<file path="src/logic/lsu_pkg.sv">
`default_nettype none

package lsu_pkg;

  //////////////////////////////////////////////////
  // Major opcodes
  //////////////////////////////////////////////////

  // RV base opcodes for integer loads and stores
  localparam logic [6:0] OPC_LOAD  = 7'b0000011;
  localparam logic [6:0] OPC_STORE = 7'b0100011;

  //////////////////////////////////////////////////
  // Decoded operation
  //////////////////////////////////////////////////

  // Anything else on the opcode field is a bubble
  typedef enum logic [1:0] {
    LSU_OP_NONE  = 2'b00,
    LSU_OP_LOAD  = 2'b01,
    LSU_OP_STORE = 2'b10
  } lsu_op_e;

  // Access width, same as funct3[1:0]
  // funct3[2] carries the unsigned flag for loads
  typedef enum logic [1:0] {
    LSU_W_BYTE   = 2'b00,
    LSU_W_HALF   = 2'b01,
    LSU_W_WORD   = 2'b10,
    LSU_W_DOUBLE = 2'b11
  } lsu_width_e;

  //////////////////////////////////////////////////
  // Access sequencing
  //////////////////////////////////////////////////

  // One access in flight, wait for memory ack
  typedef enum logic {
    LSU_ST_IDLE     = 1'b0,
    LSU_ST_WAIT_ACK = 1'b1
  } lsu_state_e;

  //////////////////////////////////////////////////
  // Exception causes
  //////////////////////////////////////////////////

  // Illegal width wins over misalignment
  typedef enum logic [1:0] {
    LSU_CAUSE_LOAD_MISALIGNED  = 2'b00,
    LSU_CAUSE_STORE_MISALIGNED = 2'b01,
    LSU_CAUSE_ILLEGAL_WIDTH    = 2'b10
  } lsu_cause_e;

endpackage : lsu_pkg

`default_nettype wire

</file>
<file path="src/logic/lsu_decode.sv">
`timescale 1ns/1ps
`default_nettype none

module lsu_decode
  import lsu_pkg::*;
#(
  parameter int XLEN = 32
) (
  input  wire [31:0]      insn_i,
  output lsu_op_e         op_o,
  output lsu_width_e      width_o,
  output logic            unsigned_o,
  output logic            illegal_o,
  output logic [XLEN-1:0] imm_o
);

  // Width that fills a whole register
  localparam lsu_width_e XLEN_WIDTH = (XLEN == 64) ? LSU_W_DOUBLE : LSU_W_WORD;

  //////////////////////////////////////////////////
  // Instruction fields
  //////////////////////////////////////////////////

  logic [6:0]  opcode;
  logic [2:0]  funct3;
  logic [11:0] imm_itype;
  logic [11:0] imm_stype;
  logic        too_wide;
  logic        bad_unsigned;

  assign opcode = insn_i[6:0];
  assign funct3 = insn_i[14:12];

  // I-form for loads
  assign imm_itype = insn_i[31:20];
  // S-form for stores, split around rs2
  assign imm_stype = {insn_i[31:25], insn_i[11:7]};

  //////////////////////////////////////////////////
  // Opcode and width
  //////////////////////////////////////////////////

  always_comb
  begin
    case (opcode)
      OPC_LOAD:  op_o = LSU_OP_LOAD;
      OPC_STORE: op_o = LSU_OP_STORE;
      default:   op_o = LSU_OP_NONE;
    endcase
  end

  assign width_o    = lsu_width_e'(funct3[1:0]);
  assign unsigned_o = funct3[2];

  // Double only exists on 64 bit
  assign too_wide = (XLEN == 32) && (width_o == LSU_W_DOUBLE);

  // No LWU on RV32, no LDU on RV64
  // Stores have no unsigned forms at all
  assign bad_unsigned = unsigned_o &&
                        ((width_o == XLEN_WIDTH) || (op_o == LSU_OP_STORE));

  // Only meaningful for memory opcodes
  assign illegal_o = (op_o != LSU_OP_NONE) && (too_wide || bad_unsigned);

  //////////////////////////////////////////////////
  // Immediate
  //////////////////////////////////////////////////

  always_comb
  begin
    if (op_o == LSU_OP_STORE)
    begin
      imm_o = XLEN'($signed(imm_stype));
    end
    else
    begin
      // Loads and bubbles alike
      imm_o = XLEN'($signed(imm_itype));
    end
  end

endmodule : lsu_decode

`default_nettype wire

</file>
<file path="src/logic/lsu_issue.sv">
`timescale 1ns/1ps
`default_nettype none

module lsu_issue
  import lsu_pkg::*;
#(
  parameter int XLEN = 32
) (
  input  wire                            clk_i,
  input  wire                            rst_ni,

  // Decoded instruction and operands
  input  wire                            insn_valid_i,
  input  wire lsu_op_e                   op_i,
  input  wire lsu_width_e                width_i,
  input  wire                            unsigned_i,
  input  wire                            illegal_i,
  input  wire [XLEN-1:0]                 imm_i,
  input  wire [XLEN-1:0]                 opa_i,
  input  wire [XLEN-1:0]                 opb_i,

  // Data memory
  output logic                           dmem_req_o,
  output logic                           dmem_we_o,
  output logic [XLEN-1:0]                dmem_adr_o,
  output logic [XLEN/8-1:0]              dmem_be_o,
  output logic [XLEN-1:0]                dmem_d_o,
  input  wire                            dmem_ack_i,

  output logic                           lsu_stall_o,

  // Load shape to the aligner
  output logic                           ld_start_o,
  output lsu_width_e                     ld_width_o,
  output logic                           ld_unsigned_o,
  output logic [$clog2(XLEN/8)-1:0]      ld_offset_o,

  output logic                           exc_valid_o,
  output lsu_cause_e                     exc_cause_o,
  output logic [XLEN-1:0]                exc_addr_o
);

  localparam int BEW  = XLEN / 8;
  localparam int OFFW = $clog2(BEW);

  lsu_state_e        state;
  logic [XLEN-1:0]   adr;
  logic [OFFW-1:0]   offset;
  logic              misaligned;
  logic [BEW-1:0]    be_base;
  logic [BEW-1:0]    be;
  logic [XLEN-1:0]   st_shifted;
  logic [XLEN-1:0]   st_data;
  logic              accept;
  logic              take_exc;
  logic              take_req;
  lsu_cause_e        cause;

  //////////////////////////////////////////////////
  // Address and alignment
  //////////////////////////////////////////////////

  // Effective address, rs1 plus immediate
  assign adr    = opa_i + imm_i;
  assign offset = adr[OFFW-1:0];

  always_comb
  begin
    case (width_i)
      LSU_W_BYTE: misaligned = 1'b0;
      LSU_W_HALF: misaligned = adr[0];
      LSU_W_WORD: misaligned = |adr[1:0];
      default:    misaligned = |adr[2:0];
    endcase
  end

  //////////////////////////////////////////////////
  // Byte lanes
  //////////////////////////////////////////////////

  // Contiguous mask for the width, from lane 0
  always_comb
  begin
    be_base = '0;
    case (width_i)
      LSU_W_BYTE: be_base[0]   = 1'b1;
      LSU_W_HALF: be_base[1:0] = 2'b11;
      LSU_W_WORD: be_base[3:0] = 4'hf;
      default:    be_base      = '1;
    endcase
  end

  assign be         = be_base << offset;
  assign st_shifted = opb_i << {offset, 3'b000};

  // Unused lanes go out as zero
  always_comb
  begin
    for (int i = 0; i < BEW; i++)
    begin
      st_data[8*i +: 8] = be[i] ? st_shifted[8*i +: 8] : 8'h00;
    end
  end

  //////////////////////////////////////////////////
  // Accept and exceptions
  //////////////////////////////////////////////////

  // Strobes during a stall are dropped
  assign accept   = insn_valid_i && (state == LSU_ST_IDLE) && (op_i != LSU_OP_NONE);
  assign take_exc = accept && (illegal_i || misaligned);
  assign take_req = accept && !illegal_i && !misaligned;

  always_comb
  begin
    if (illegal_i)
      cause = LSU_CAUSE_ILLEGAL_WIDTH;
    else if (op_i == LSU_OP_STORE)
      cause = LSU_CAUSE_STORE_MISALIGNED;
    else
      cause = LSU_CAUSE_LOAD_MISALIGNED;
  end

  //////////////////////////////////////////////////
  // Access FSM
  //////////////////////////////////////////////////

  always_ff @(posedge clk_i or negedge rst_ni)
  begin
    if (!rst_ni)
    begin
      state       <= LSU_ST_IDLE;
      dmem_req_o  <= 1'b0;
      ld_start_o  <= 1'b0;
      exc_valid_o <= 1'b0;
    end
    else
    begin
      // Pulses by default
      dmem_req_o  <= take_req;
      ld_start_o  <= take_req && (op_i == LSU_OP_LOAD);
      exc_valid_o <= take_exc;
      case (state)
        LSU_ST_IDLE:
          if (take_req)
            state <= LSU_ST_WAIT_ACK;
        default:
          if (dmem_ack_i)
            state <= LSU_ST_IDLE;
      endcase
    end
  end

  // Stall from the accept edge to the edge after ack
  assign lsu_stall_o = (state == LSU_ST_WAIT_ACK);

  // Request payload, held until the next request
  always_ff @(posedge clk_i)
  begin
    if (take_req)
    begin
      dmem_we_o     <= (op_i == LSU_OP_STORE);
      dmem_adr_o    <= adr;
      dmem_be_o     <= be;
      dmem_d_o      <= st_data;
      ld_width_o    <= width_i;
      ld_unsigned_o <= unsigned_i;
      ld_offset_o   <= offset;
    end
    if (take_exc)
    begin
      exc_cause_o <= cause;
      exc_addr_o  <= adr;
    end
  end

endmodule : lsu_issue

`default_nettype wire

</file>
<file path="src/logic/lsu_load_align.sv">
`timescale 1ns/1ps
`default_nettype none

module lsu_load_align
  import lsu_pkg::*;
#(
  parameter int XLEN = 32
) (
  input  wire                        clk_i,
  input  wire                        rst_ni,

  // Load shape from issue
  input  wire                        ld_start_i,
  input  wire lsu_width_e            ld_width_i,
  input  wire                        ld_unsigned_i,
  input  wire [$clog2(XLEN/8)-1:0]   ld_offset_i,

  // Memory response
  input  wire                        dmem_ack_i,
  input  wire [XLEN-1:0]             dmem_q_i,

  output logic                       result_valid_o,
  output logic [XLEN-1:0]            result_o
);

  localparam int OFFW = $clog2(XLEN / 8);

  logic              pending;
  lsu_width_e        width_q;
  logic              unsigned_q;
  logic [OFFW-1:0]   offset_q;
  logic [XLEN-1:0]   shifted;
  logic [XLEN-1:0]   extended;
  logic              done;

  //////////////////////////////////////////////////
  // Pending load
  //////////////////////////////////////////////////

  // Store acks see no pending load
  assign done = dmem_ack_i && pending;

  always_ff @(posedge clk_i or negedge rst_ni)
  begin
    if (!rst_ni)
    begin
      pending        <= 1'b0;
      result_valid_o <= 1'b0;
    end
    else
    begin
      result_valid_o <= done;
      if (ld_start_i)
        pending <= 1'b1;
      else if (done)
        pending <= 1'b0;
    end
  end

  // Shape of the load in flight
  always_ff @(posedge clk_i)
  begin
    if (ld_start_i)
    begin
      width_q    <= ld_width_i;
      unsigned_q <= ld_unsigned_i;
      offset_q   <= ld_offset_i;
    end
  end

  //////////////////////////////////////////////////
  // Extract and extend
  //////////////////////////////////////////////////

  // Addressed byte down to lane 0
  assign shifted = dmem_q_i >> {offset_q, 3'b000};

  always_comb
  begin
    case (width_q)
      LSU_W_BYTE:
        extended = unsigned_q ? XLEN'(shifted[7:0]) : XLEN'($signed(shifted[7:0]));
      LSU_W_HALF:
        extended = unsigned_q ? XLEN'(shifted[15:0]) : XLEN'($signed(shifted[15:0]));
      LSU_W_WORD:
        extended = unsigned_q ? XLEN'(shifted[31:0]) : XLEN'($signed(shifted[31:0]));
      // Full register, nothing to extend
      default:
        extended = shifted;
    endcase
  end

  always_ff @(posedge clk_i)
  begin
    if (done)
      result_o <= extended;
  end

endmodule : lsu_load_align

`default_nettype wire

</file>
<file path="src/logic/lsu_top.sv">
`timescale 1ns/1ps
`default_nettype none

module lsu_top
  import lsu_pkg::*;
#(
  parameter int XLEN = 32
) (
  input  wire                 clk_i,
  input  wire                 rst_ni,

  // Instruction strobe and operands
  input  wire                 insn_valid_i,
  input  wire [31:0]          insn_i,
  input  wire [XLEN-1:0]      opa_i,
  input  wire [XLEN-1:0]      opb_i,

  // Data memory
  output logic                dmem_req_o,
  output logic                dmem_we_o,
  output logic [XLEN-1:0]     dmem_adr_o,
  output logic [XLEN/8-1:0]   dmem_be_o,
  output logic [XLEN-1:0]     dmem_d_o,
  input  wire                 dmem_ack_i,
  input  wire [XLEN-1:0]      dmem_q_i,

  output logic                lsu_stall_o,
  output logic                result_valid_o,
  output logic [XLEN-1:0]     result_o,
  output logic                exc_valid_o,
  output lsu_cause_e          exc_cause_o,
  output logic [XLEN-1:0]     exc_addr_o
);

  localparam int OFFW = $clog2(XLEN / 8);

  //////////////////////////////////////////////////
  // Decode to issue
  //////////////////////////////////////////////////

  lsu_op_e           op;
  lsu_width_e        width;
  logic              is_unsigned;
  logic              illegal;
  logic [XLEN-1:0]   imm;

  // Issue to align
  logic              ld_start;
  lsu_width_e        ld_width;
  logic              ld_unsigned;
  logic [OFFW-1:0]   ld_offset;

  lsu_decode #(
    .XLEN (XLEN)
  ) u_decode (
    .insn_i     (insn_i),
    .op_o       (op),
    .width_o    (width),
    .unsigned_o (is_unsigned),
    .illegal_o  (illegal),
    .imm_o      (imm)
  );

  lsu_issue #(
    .XLEN (XLEN)
  ) u_issue (
    .clk_i         (clk_i),
    .rst_ni        (rst_ni),
    .insn_valid_i  (insn_valid_i),
    .op_i          (op),
    .width_i       (width),
    .unsigned_i    (is_unsigned),
    .illegal_i     (illegal),
    .imm_i         (imm),
    .opa_i         (opa_i),
    .opb_i         (opb_i),
    .dmem_req_o    (dmem_req_o),
    .dmem_we_o     (dmem_we_o),
    .dmem_adr_o    (dmem_adr_o),
    .dmem_be_o     (dmem_be_o),
    .dmem_d_o      (dmem_d_o),
    .dmem_ack_i    (dmem_ack_i),
    .lsu_stall_o   (lsu_stall_o),
    .ld_start_o    (ld_start),
    .ld_width_o    (ld_width),
    .ld_unsigned_o (ld_unsigned),
    .ld_offset_o   (ld_offset),
    .exc_valid_o   (exc_valid_o),
    .exc_cause_o   (exc_cause_o),
    .exc_addr_o    (exc_addr_o)
  );

  // Load data path back to the core
  lsu_load_align #(
    .XLEN (XLEN)
  ) u_load_align (
    .clk_i          (clk_i),
    .rst_ni         (rst_ni),
    .ld_start_i     (ld_start),
    .ld_width_i     (ld_width),
    .ld_unsigned_i  (ld_unsigned),
    .ld_offset_i    (ld_offset),
    .dmem_ack_i     (dmem_ack_i),
    .dmem_q_i       (dmem_q_i),
    .result_valid_o (result_valid_o),
    .result_o       (result_o)
  );

endmodule : lsu_top

`default_nettype wire

</file>
<file path="config.mk">
export PLATFORM = sky130hd
export DESIGN_NAME = lsu_top
export DESIGN_NICKNAME = d
export VERILOG_FILES = /design/src/logic/lsu_pkg.sv /design/src/logic/lsu_decode.sv /design/src/logic/lsu_issue.sv /design/src/logic/lsu_load_align.sv /design/src/logic/lsu_top.sv
export SDC_FILE = /design/constraint.sdc
export NUM_CORES = 1
export LEC_CHECK = 0
export BUFFER_PORTS_ARGS = -buffer_cell sky130_fd_sc_hd__buf_4
export CAP_MARGIN = 15
export CELL_PAD_IN_SITES_DETAIL_PLACEMENT = 2
export CELL_PAD_IN_SITES_GLOBAL_PLACEMENT = 2
export CORE_AREA = 4 4 156 158
export DETAILED_ROUTE_END_ITERATION = 7
export DIE_AREA = 0 0 160 162
export PLACE_DENSITY = 0.85
export RECOVER_POWER = 100
export SYNTH_ARGS = -nofsm -noshare
export SYNTH_HDL_FRONTEND = slang
export SYNTH_HIERARCHICAL = 1
export SYNTH_SLANG_ARGS = --single-unit
</file>
<file path="constraint.sdc">
create_clock -name clk_i -period 4.2 [get_ports clk_i]
set_clock_uncertainty 0.2 [all_clocks]
set_input_delay 0.21 -clock clk_i [delete_from_list [all_inputs] [get_ports clk_i]]
set_output_delay 0.21 -clock clk_i [all_outputs]
set_load 0.005 [all_outputs]
</file>
# After elaboration in Yosys (flattened, before gate mapping)
# Cells that the tools add are included.
# Widths: inputs -> output; s select.
# totals
ff_bits	151
input_bits	132
output_inout_bits	139
word_cells	70
# classes
addsub	1
n_eq_ne	8
shift	3
muxes	14
bitwise	1
n_reduce_logical	21
# ops
cell	count
$mux 32	2
$pmux 32 s2	1
$add 32x32->32	1
$shl 32x5->32	1
$shr 32x5->32	1
$logic_and 1x1->1	9
$eq 7x2->1 const B	1
$eq 7x6->1 const B	1
$mux 1	7
$eq 2x1->1 const B	3
$eq 2x2->1 const B	3
$mux 5	1
$logic_not 2->1	2
$pmux 2 s2	1
$reduce_bool 2->1	2
$reduce_or 2->1	2
$shl 4x2->4	1
$logic_or 1x1->1	3
$pmux 1 s3	1
$reduce_or 3->1	1
$logic_not 1->1	2
$mux 2	1
$not 1->1	1

# Longest topological paths before layout
# logic_depth
depth_word	12
depth_mapped	13
ltp_nobuf	12

# Modules after synthesis
# The synthesis kept the hierarchy.
# by_module_without_submodules
module	n_inst	cells_per_inst	area_each_um2	seq_area_each_um2
lsu_issue	1	439	5725.5	3283.1
lsu_load_align	1	149	1883.1	1161.1
lsu_decode	1	43	355.3	0.0

# Worst setup path after synthesis
# No wires, ideal clock.
# synth_path
path_kind	in2reg
from	input port insn_i[3]
to	register u_issue.dmem_adr_o[0] (enable)
arrival_time_ns	3.944
required_ns	3.573
slack_ns	-0.370
path_stages	12
n_path_buf	1
cell_sequence	nor4_2 and4_1 buf_6 mux2_4 ha_1 fa_1 xor2_1 a21o_1 nand2_1 nand3b_1 or2_2 inv_1
# synth_via
elab_cells_between_ends	19
# synth_lines
element	line_no	rtl
start, declared	lsu_top.sv:14	input wire [31:0] insn_i,
$eq 7x6->1 or $eq 7x2->1 (tied branches)	lsu_decode.sv:45	case (opcode)
$pmux 2 s2 *	lsu_decode.sv:45	
via op[1]	lsu_top.sv:41	lsu_op_e op;
$eq 2x2->1 *	lsu_decode.sv:72	if (op_o == LSU_OP_STORE)
$mux 5 *	lsu_decode.sv:72	
via imm[0]	lsu_top.sv:45	logic [XLEN-1:0] imm;
$add 32x32->32 *	lsu_issue.sv:64	assign adr = opa_i + imm_i;
via u_issue.adr[2]	lsu_issue.sv:47	logic [XLEN-1:0] adr;
$reduce_or 3->1 *	lsu_issue.sv:73	default: misaligned = |adr[2:0];
$pmux 1 s3 *	lsu_issue.sv:69	case (width_i)
$logic_not 1->1 *	lsu_issue.sv:112	assign take_req = accept && !illegal_i && !misaligned;
$logic_and 1x1->1 *	lsu_issue.sv:112	
via u_issue.take_req	lsu_issue.sv:56	logic take_req;
end signal, assigned	lsu_issue.sv:163	dmem_adr_o <= adr;
end, declared	lsu_issue.sv:25	output logic [XLEN-1:0] dmem_adr_o,
# Mark *: on every way through the listed nets, which the timed path passes. The rest lies on a longest branch.
# A chain may end at the register's enable or synchronous reset.

# Worst setup path after layout
# layout_path
from	input port insn_i[5]
to	register u_issue.dmem_d_o[22], data pin
# layout_via
elab_chain_cells	6
elab_cells_between_ends	8
# layout_rtl
element	line_no	rtl
$eq 7x6->1 or $eq 7x2->1 (tied branches)	lsu_decode.sv:45	
$pmux 2 s2 *	lsu_decode.sv:45	
via op[1]	lsu_top.sv:41	
$eq 2x2->1 *	lsu_decode.sv:72	
$mux 5 *	lsu_decode.sv:72	
via imm[0]	lsu_top.sv:45	
$add 32x32->32 *	lsu_issue.sv:64	
via u_issue.adr[1]	lsu_issue.sv:47	
$shl 32x5->32 or $shl 4x2->4 (tied branches)	lsu_issue.sv:94, lsu_issue.sv:93	
end signal, assigned	lsu_issue.sv:165	dmem_d_o <= st_data;
end, declared	lsu_issue.sv:27	output logic [XLEN-1:0] dmem_d_o,
# Marked as above.

==> impl_metrics.yaml <==
status:
  outcome: "complete, but fails checks"
  failed_checks: "capacitance limit, slew limit"
route:
  first_pass_iters: 4
  vias: 6475
  drc_errors: 0
  viasPerCell: 5.303
  routed_wl_um: 30090
  routedWlPerCell_um: 24.64
  antenna_left: 0
  drt-initial-drc-count: 348
timing:
  fmax_mhz: 255.6
  hold_violations: 0
  relSlewSlack_pct: -24.75
  worstMarginPinSlew_ns: 1.871
  maxSlewViolCount: 34
  setup_viol: 0
  rsz0062_at_grt: "false"
  tns_ns: 0
  final.period_utilization_pct: 93.16
  min_period_ns: 3.913
global_routing:
  antenna_found_initial: 0
  grt_overflow: 0
  grt_max_degree: 51
  grt_pass1_wl_um: 45400
  grt_pass1_vias: 7253
  track_usage_pct: 23.00
finish:
  n_antenna_cell: 0
  syn_to_final_growth_pct: 36.28
  design_area_sq_mm: 0.01085
  layout-drive-gt1-share_pct: 29.22
  fin_nets: 1082
  fillerInstances: 2361
  fin_cells: 1221
yosys:
  yosysTopAreaCell: "edfxtp_1"
  dominantRegCellSynth: "edfxtp_1"
  synth.distinct_cells: 61
  synth_area_sq_mm: 0.007964
  avgSynthCellArea_sq_um: 12.62
  yosysMostFrequentCell: "edfxtp_1"
  ys_ff_latch: 149
  syn_inst: 631
  synthTopCellsByCount: "edfxtp_1 (143), a21oi_1 (47), nand2_1 (41), nor2_1 (38), buf_4 (33)"
  async_flop_share_pct: 4.027
  yosysWarningCount: 6
  syn_nets: 795
  seq_area_frac_synth_pct: 55.81
  yosys-top-cells-area: "edfxtp_1 (54%), ha_1 (4.9%), mux2i_1 (3.6%)"
  synth_edf_count: 143
  synth.top_cell.area_share_pct: 53.92
power:
  power_frac_clock_pct: 41.5
  power.internal_mw: 2.978
  netSwitchingPower_mw: 1.037
  leakage_nw: 4.346
  vdd.ir_drop.worst_uv: 243.5
  seqPwrFrac_pct: 41.6
  p_total_mw: 4.015
  p_comb_share_pct: 16.8
  powerDensity_mw_per_mm2: 369.9
  sw_frac_of_total_pct: 25.83
critical_path:
  crit_slowest_cell: "dlygate4sd3_1"
  startpoint_type: "primary input"
  end_kind: "flip-flop"
  max_stage_delay_ns: 0.60
  crit_type: "primary input to flip-flop"
  critPathArrivalTime_ns: 3.89
  cp_max_fo: 13
  cp.required_ns: 4.17
  path_cells: "dlygate4sd3_1 -> clkbuf_1 -> and4_1 -> mux2_4 -> ha_2 -> fa_1 -> buf_4 -> nor2_1 -> buf_4 -> a221oi_1 -> a21oi_1 -> dlygate4sd3_1"
place:
  placed_cells: 1142
  postPlaceCellArea_sq_mm: 0.01008
  numPortBuffers: 265
  gp_congestion: 0.8206
  hpwlAfterDp_um: 20830
floorplan:
  core_sq_mm: 0.02312
  io_pins: 271
  fp.dieH_um: 162
  die_area_sq_mm: 0.02592
  row_count: 56
  die_x_um: 160
  start_util_pct: 34.44
job:
  maxCapViolations: 1
clocking:
  cts.path.max_buffers: 2
  htreeDepth: 4
  cts_resized: 0
  clk_pin_slew_worst_paths_ns: 0.07
  cts_tree: "built"
  insertion_delay_ns: 0.43
  cts_root_buf: "clkbuf_16"
  cts_sinks: 149
  numCtsBuffers: 17
worst_hold_path:
  hold_class: "primary input to flip-flop"
final timing paths:
check	from	end	slack, ns	depth (start not counted)
min reg2reg	u_issue/ld_width_o[1]	u_load_align/width_q[1]	0.22	0
min in group asynchronous	rst_ni	u_load_align/result_valid_o	0.53	3
max reg2reg	u_load_align/offset_q[0]	u_load_align/result_o[17]	0.88	4
max in group asynchronous	rst_ni	u_issue/lsu_stall_o	3.04	3
max	insn_i[5]	u_issue/dmem_d_o[22]	0.29	12
min	dmem_q_i[20]	u_load_align/result_o[4]	0.04	3
critical path: cells and delay by family:
kind,cells,cell delay (ns)
AOI/OAI and AO/OA,2,0.37
adders and majority gates,2,0.69
buffers and inverters,5,1.73
muxes,1,0.34
and+or+nand+nor,2,0.54
area by class of cell:
cell class,count,area [sq um],area share (%)
clock buffers,18,429.2,3.954
clock inverters,14,197.7,1.822
inverters,15,57.56,0.5303
multi-input cells,411,3038,27.99
flip-flops and latches,149,4444,40.95
well taps,290,362.8,3.343
repair buffers,324,2323,21.41
power by group through the flow:
stage	Sequential, mW	Clock (mW)	Combinational [mW]
2_1_floorplan	1.70	0	0.395
3_3_place_gp	1.70	0	0.594
3_5_place_dp	1.70	0	0.626
4_1_cts	1.67	1.69	0.680
5_1_grt	1.67	1.77	0.737
6_report	1.67	1.67	0.676
repair_timing:
action                                  in CTS  in global routing
hold buffers                                45                  1
setup buffers                                0                  0
endpoints found under the setup margin       0                  0
endpoints found under the hold margin       54                  1
stage by stage:
step / hold slack (ns) / utilization, % / setup slack [ns]
finish: 0.03501 / 46.94 / 0.2871
global route: 0.00007633 / 46.94 / 0.1304
CTS: 0.0004939 / 48.26 / 0.05122
floorplan: -0.2856 / - / 0.2473
detailed placement: -0.1768 / 43.60 / 0.2232
global placement: -0.1794 / 43.60 / 0.3610
flip-flops by register name (all words and copies together), names as in the netlist, 2 cells and up:
| signal | flops |
|---|---|
| u_issue/dmem_adr_o | 32 |
| u_issue/dmem_d_o | 32 |
| u_issue/ld_width_o | 2 |
| u_issue/dmem_be_o | 4 |
| u_issue/exc_cause_o | 2 |
| u_load_align/offset_q | 2 |
| u_load_align/width_q | 2 |
| u_issue/exc_addr_o | 32 |
| u_load_align/result_o | 32 |
cell families (layout without fill, tap and decap cells):
| kind of cell | count (synthesis) | after routing | share of synthesized area [%] |
|---|---|---|---|
| AO/OA/AOI/OAI | 163 | 163 | 14.55 |
| XOR/XNOR | 28 | 28 | 3.079 |
| adder cells (fa/ha/maj) | 32 | 32 | 5.122 |
| buffers and inverters | 71 | 371 | 5.279 |
| flip-flops | 149 | 149 | 55.81 |
| multiplexers | 43 | 43 | 7.133 |
| AND/OR/NAND/NOR | 145 | 145 | 9.034 |
cells in the final DEF, fill, tap and decap left out, types with 6 or more instances in the layout:
master | synthesis | final
clkbuf_1 | 9 | 65
nor2_1 | 38 | 38
inv_1 | 15 | 14
nor2b_1 | 22 | 22
a21o_1 | 18 | 18
nand2_1 | 41 | 41
a21oi_1 | 47 | 50
clkbuf_16 | 0 | 17
clkbuf_4 | 0 | 87
ha_1 | 31 | 30
a211oi_1 | 20 | 20
and2_0 | 0 | 7
dfrtp_1 | 6 | 6
nand4_1 | 8 | 8
mux4_2 | 8 | 8
dlygate4sd3_1 | 0 | 46
buf_4 | 33 | 125
a221oi_1 | 10 | 10
o21ai_0 | 20 | 25
edfxtp_1 | 143 | 143
xor2_1 | 11 | 11
nand3_1 | 8 | 8
xnor2_1 | 17 | 17
mux2i_1 | 29 | 30
layer usage:
layer  vias to the layer above  share of wire (%)  GRT usage, %
met5                         -                  0             0
met4                         0                2.1         5.827
met3                        38                4.5         5.202
met2                       214                 55         43.97
met1                      3285                 38         25.85
li1                       2938                  -             -
No activity file was read; power rests on OpenSTA's default activity.
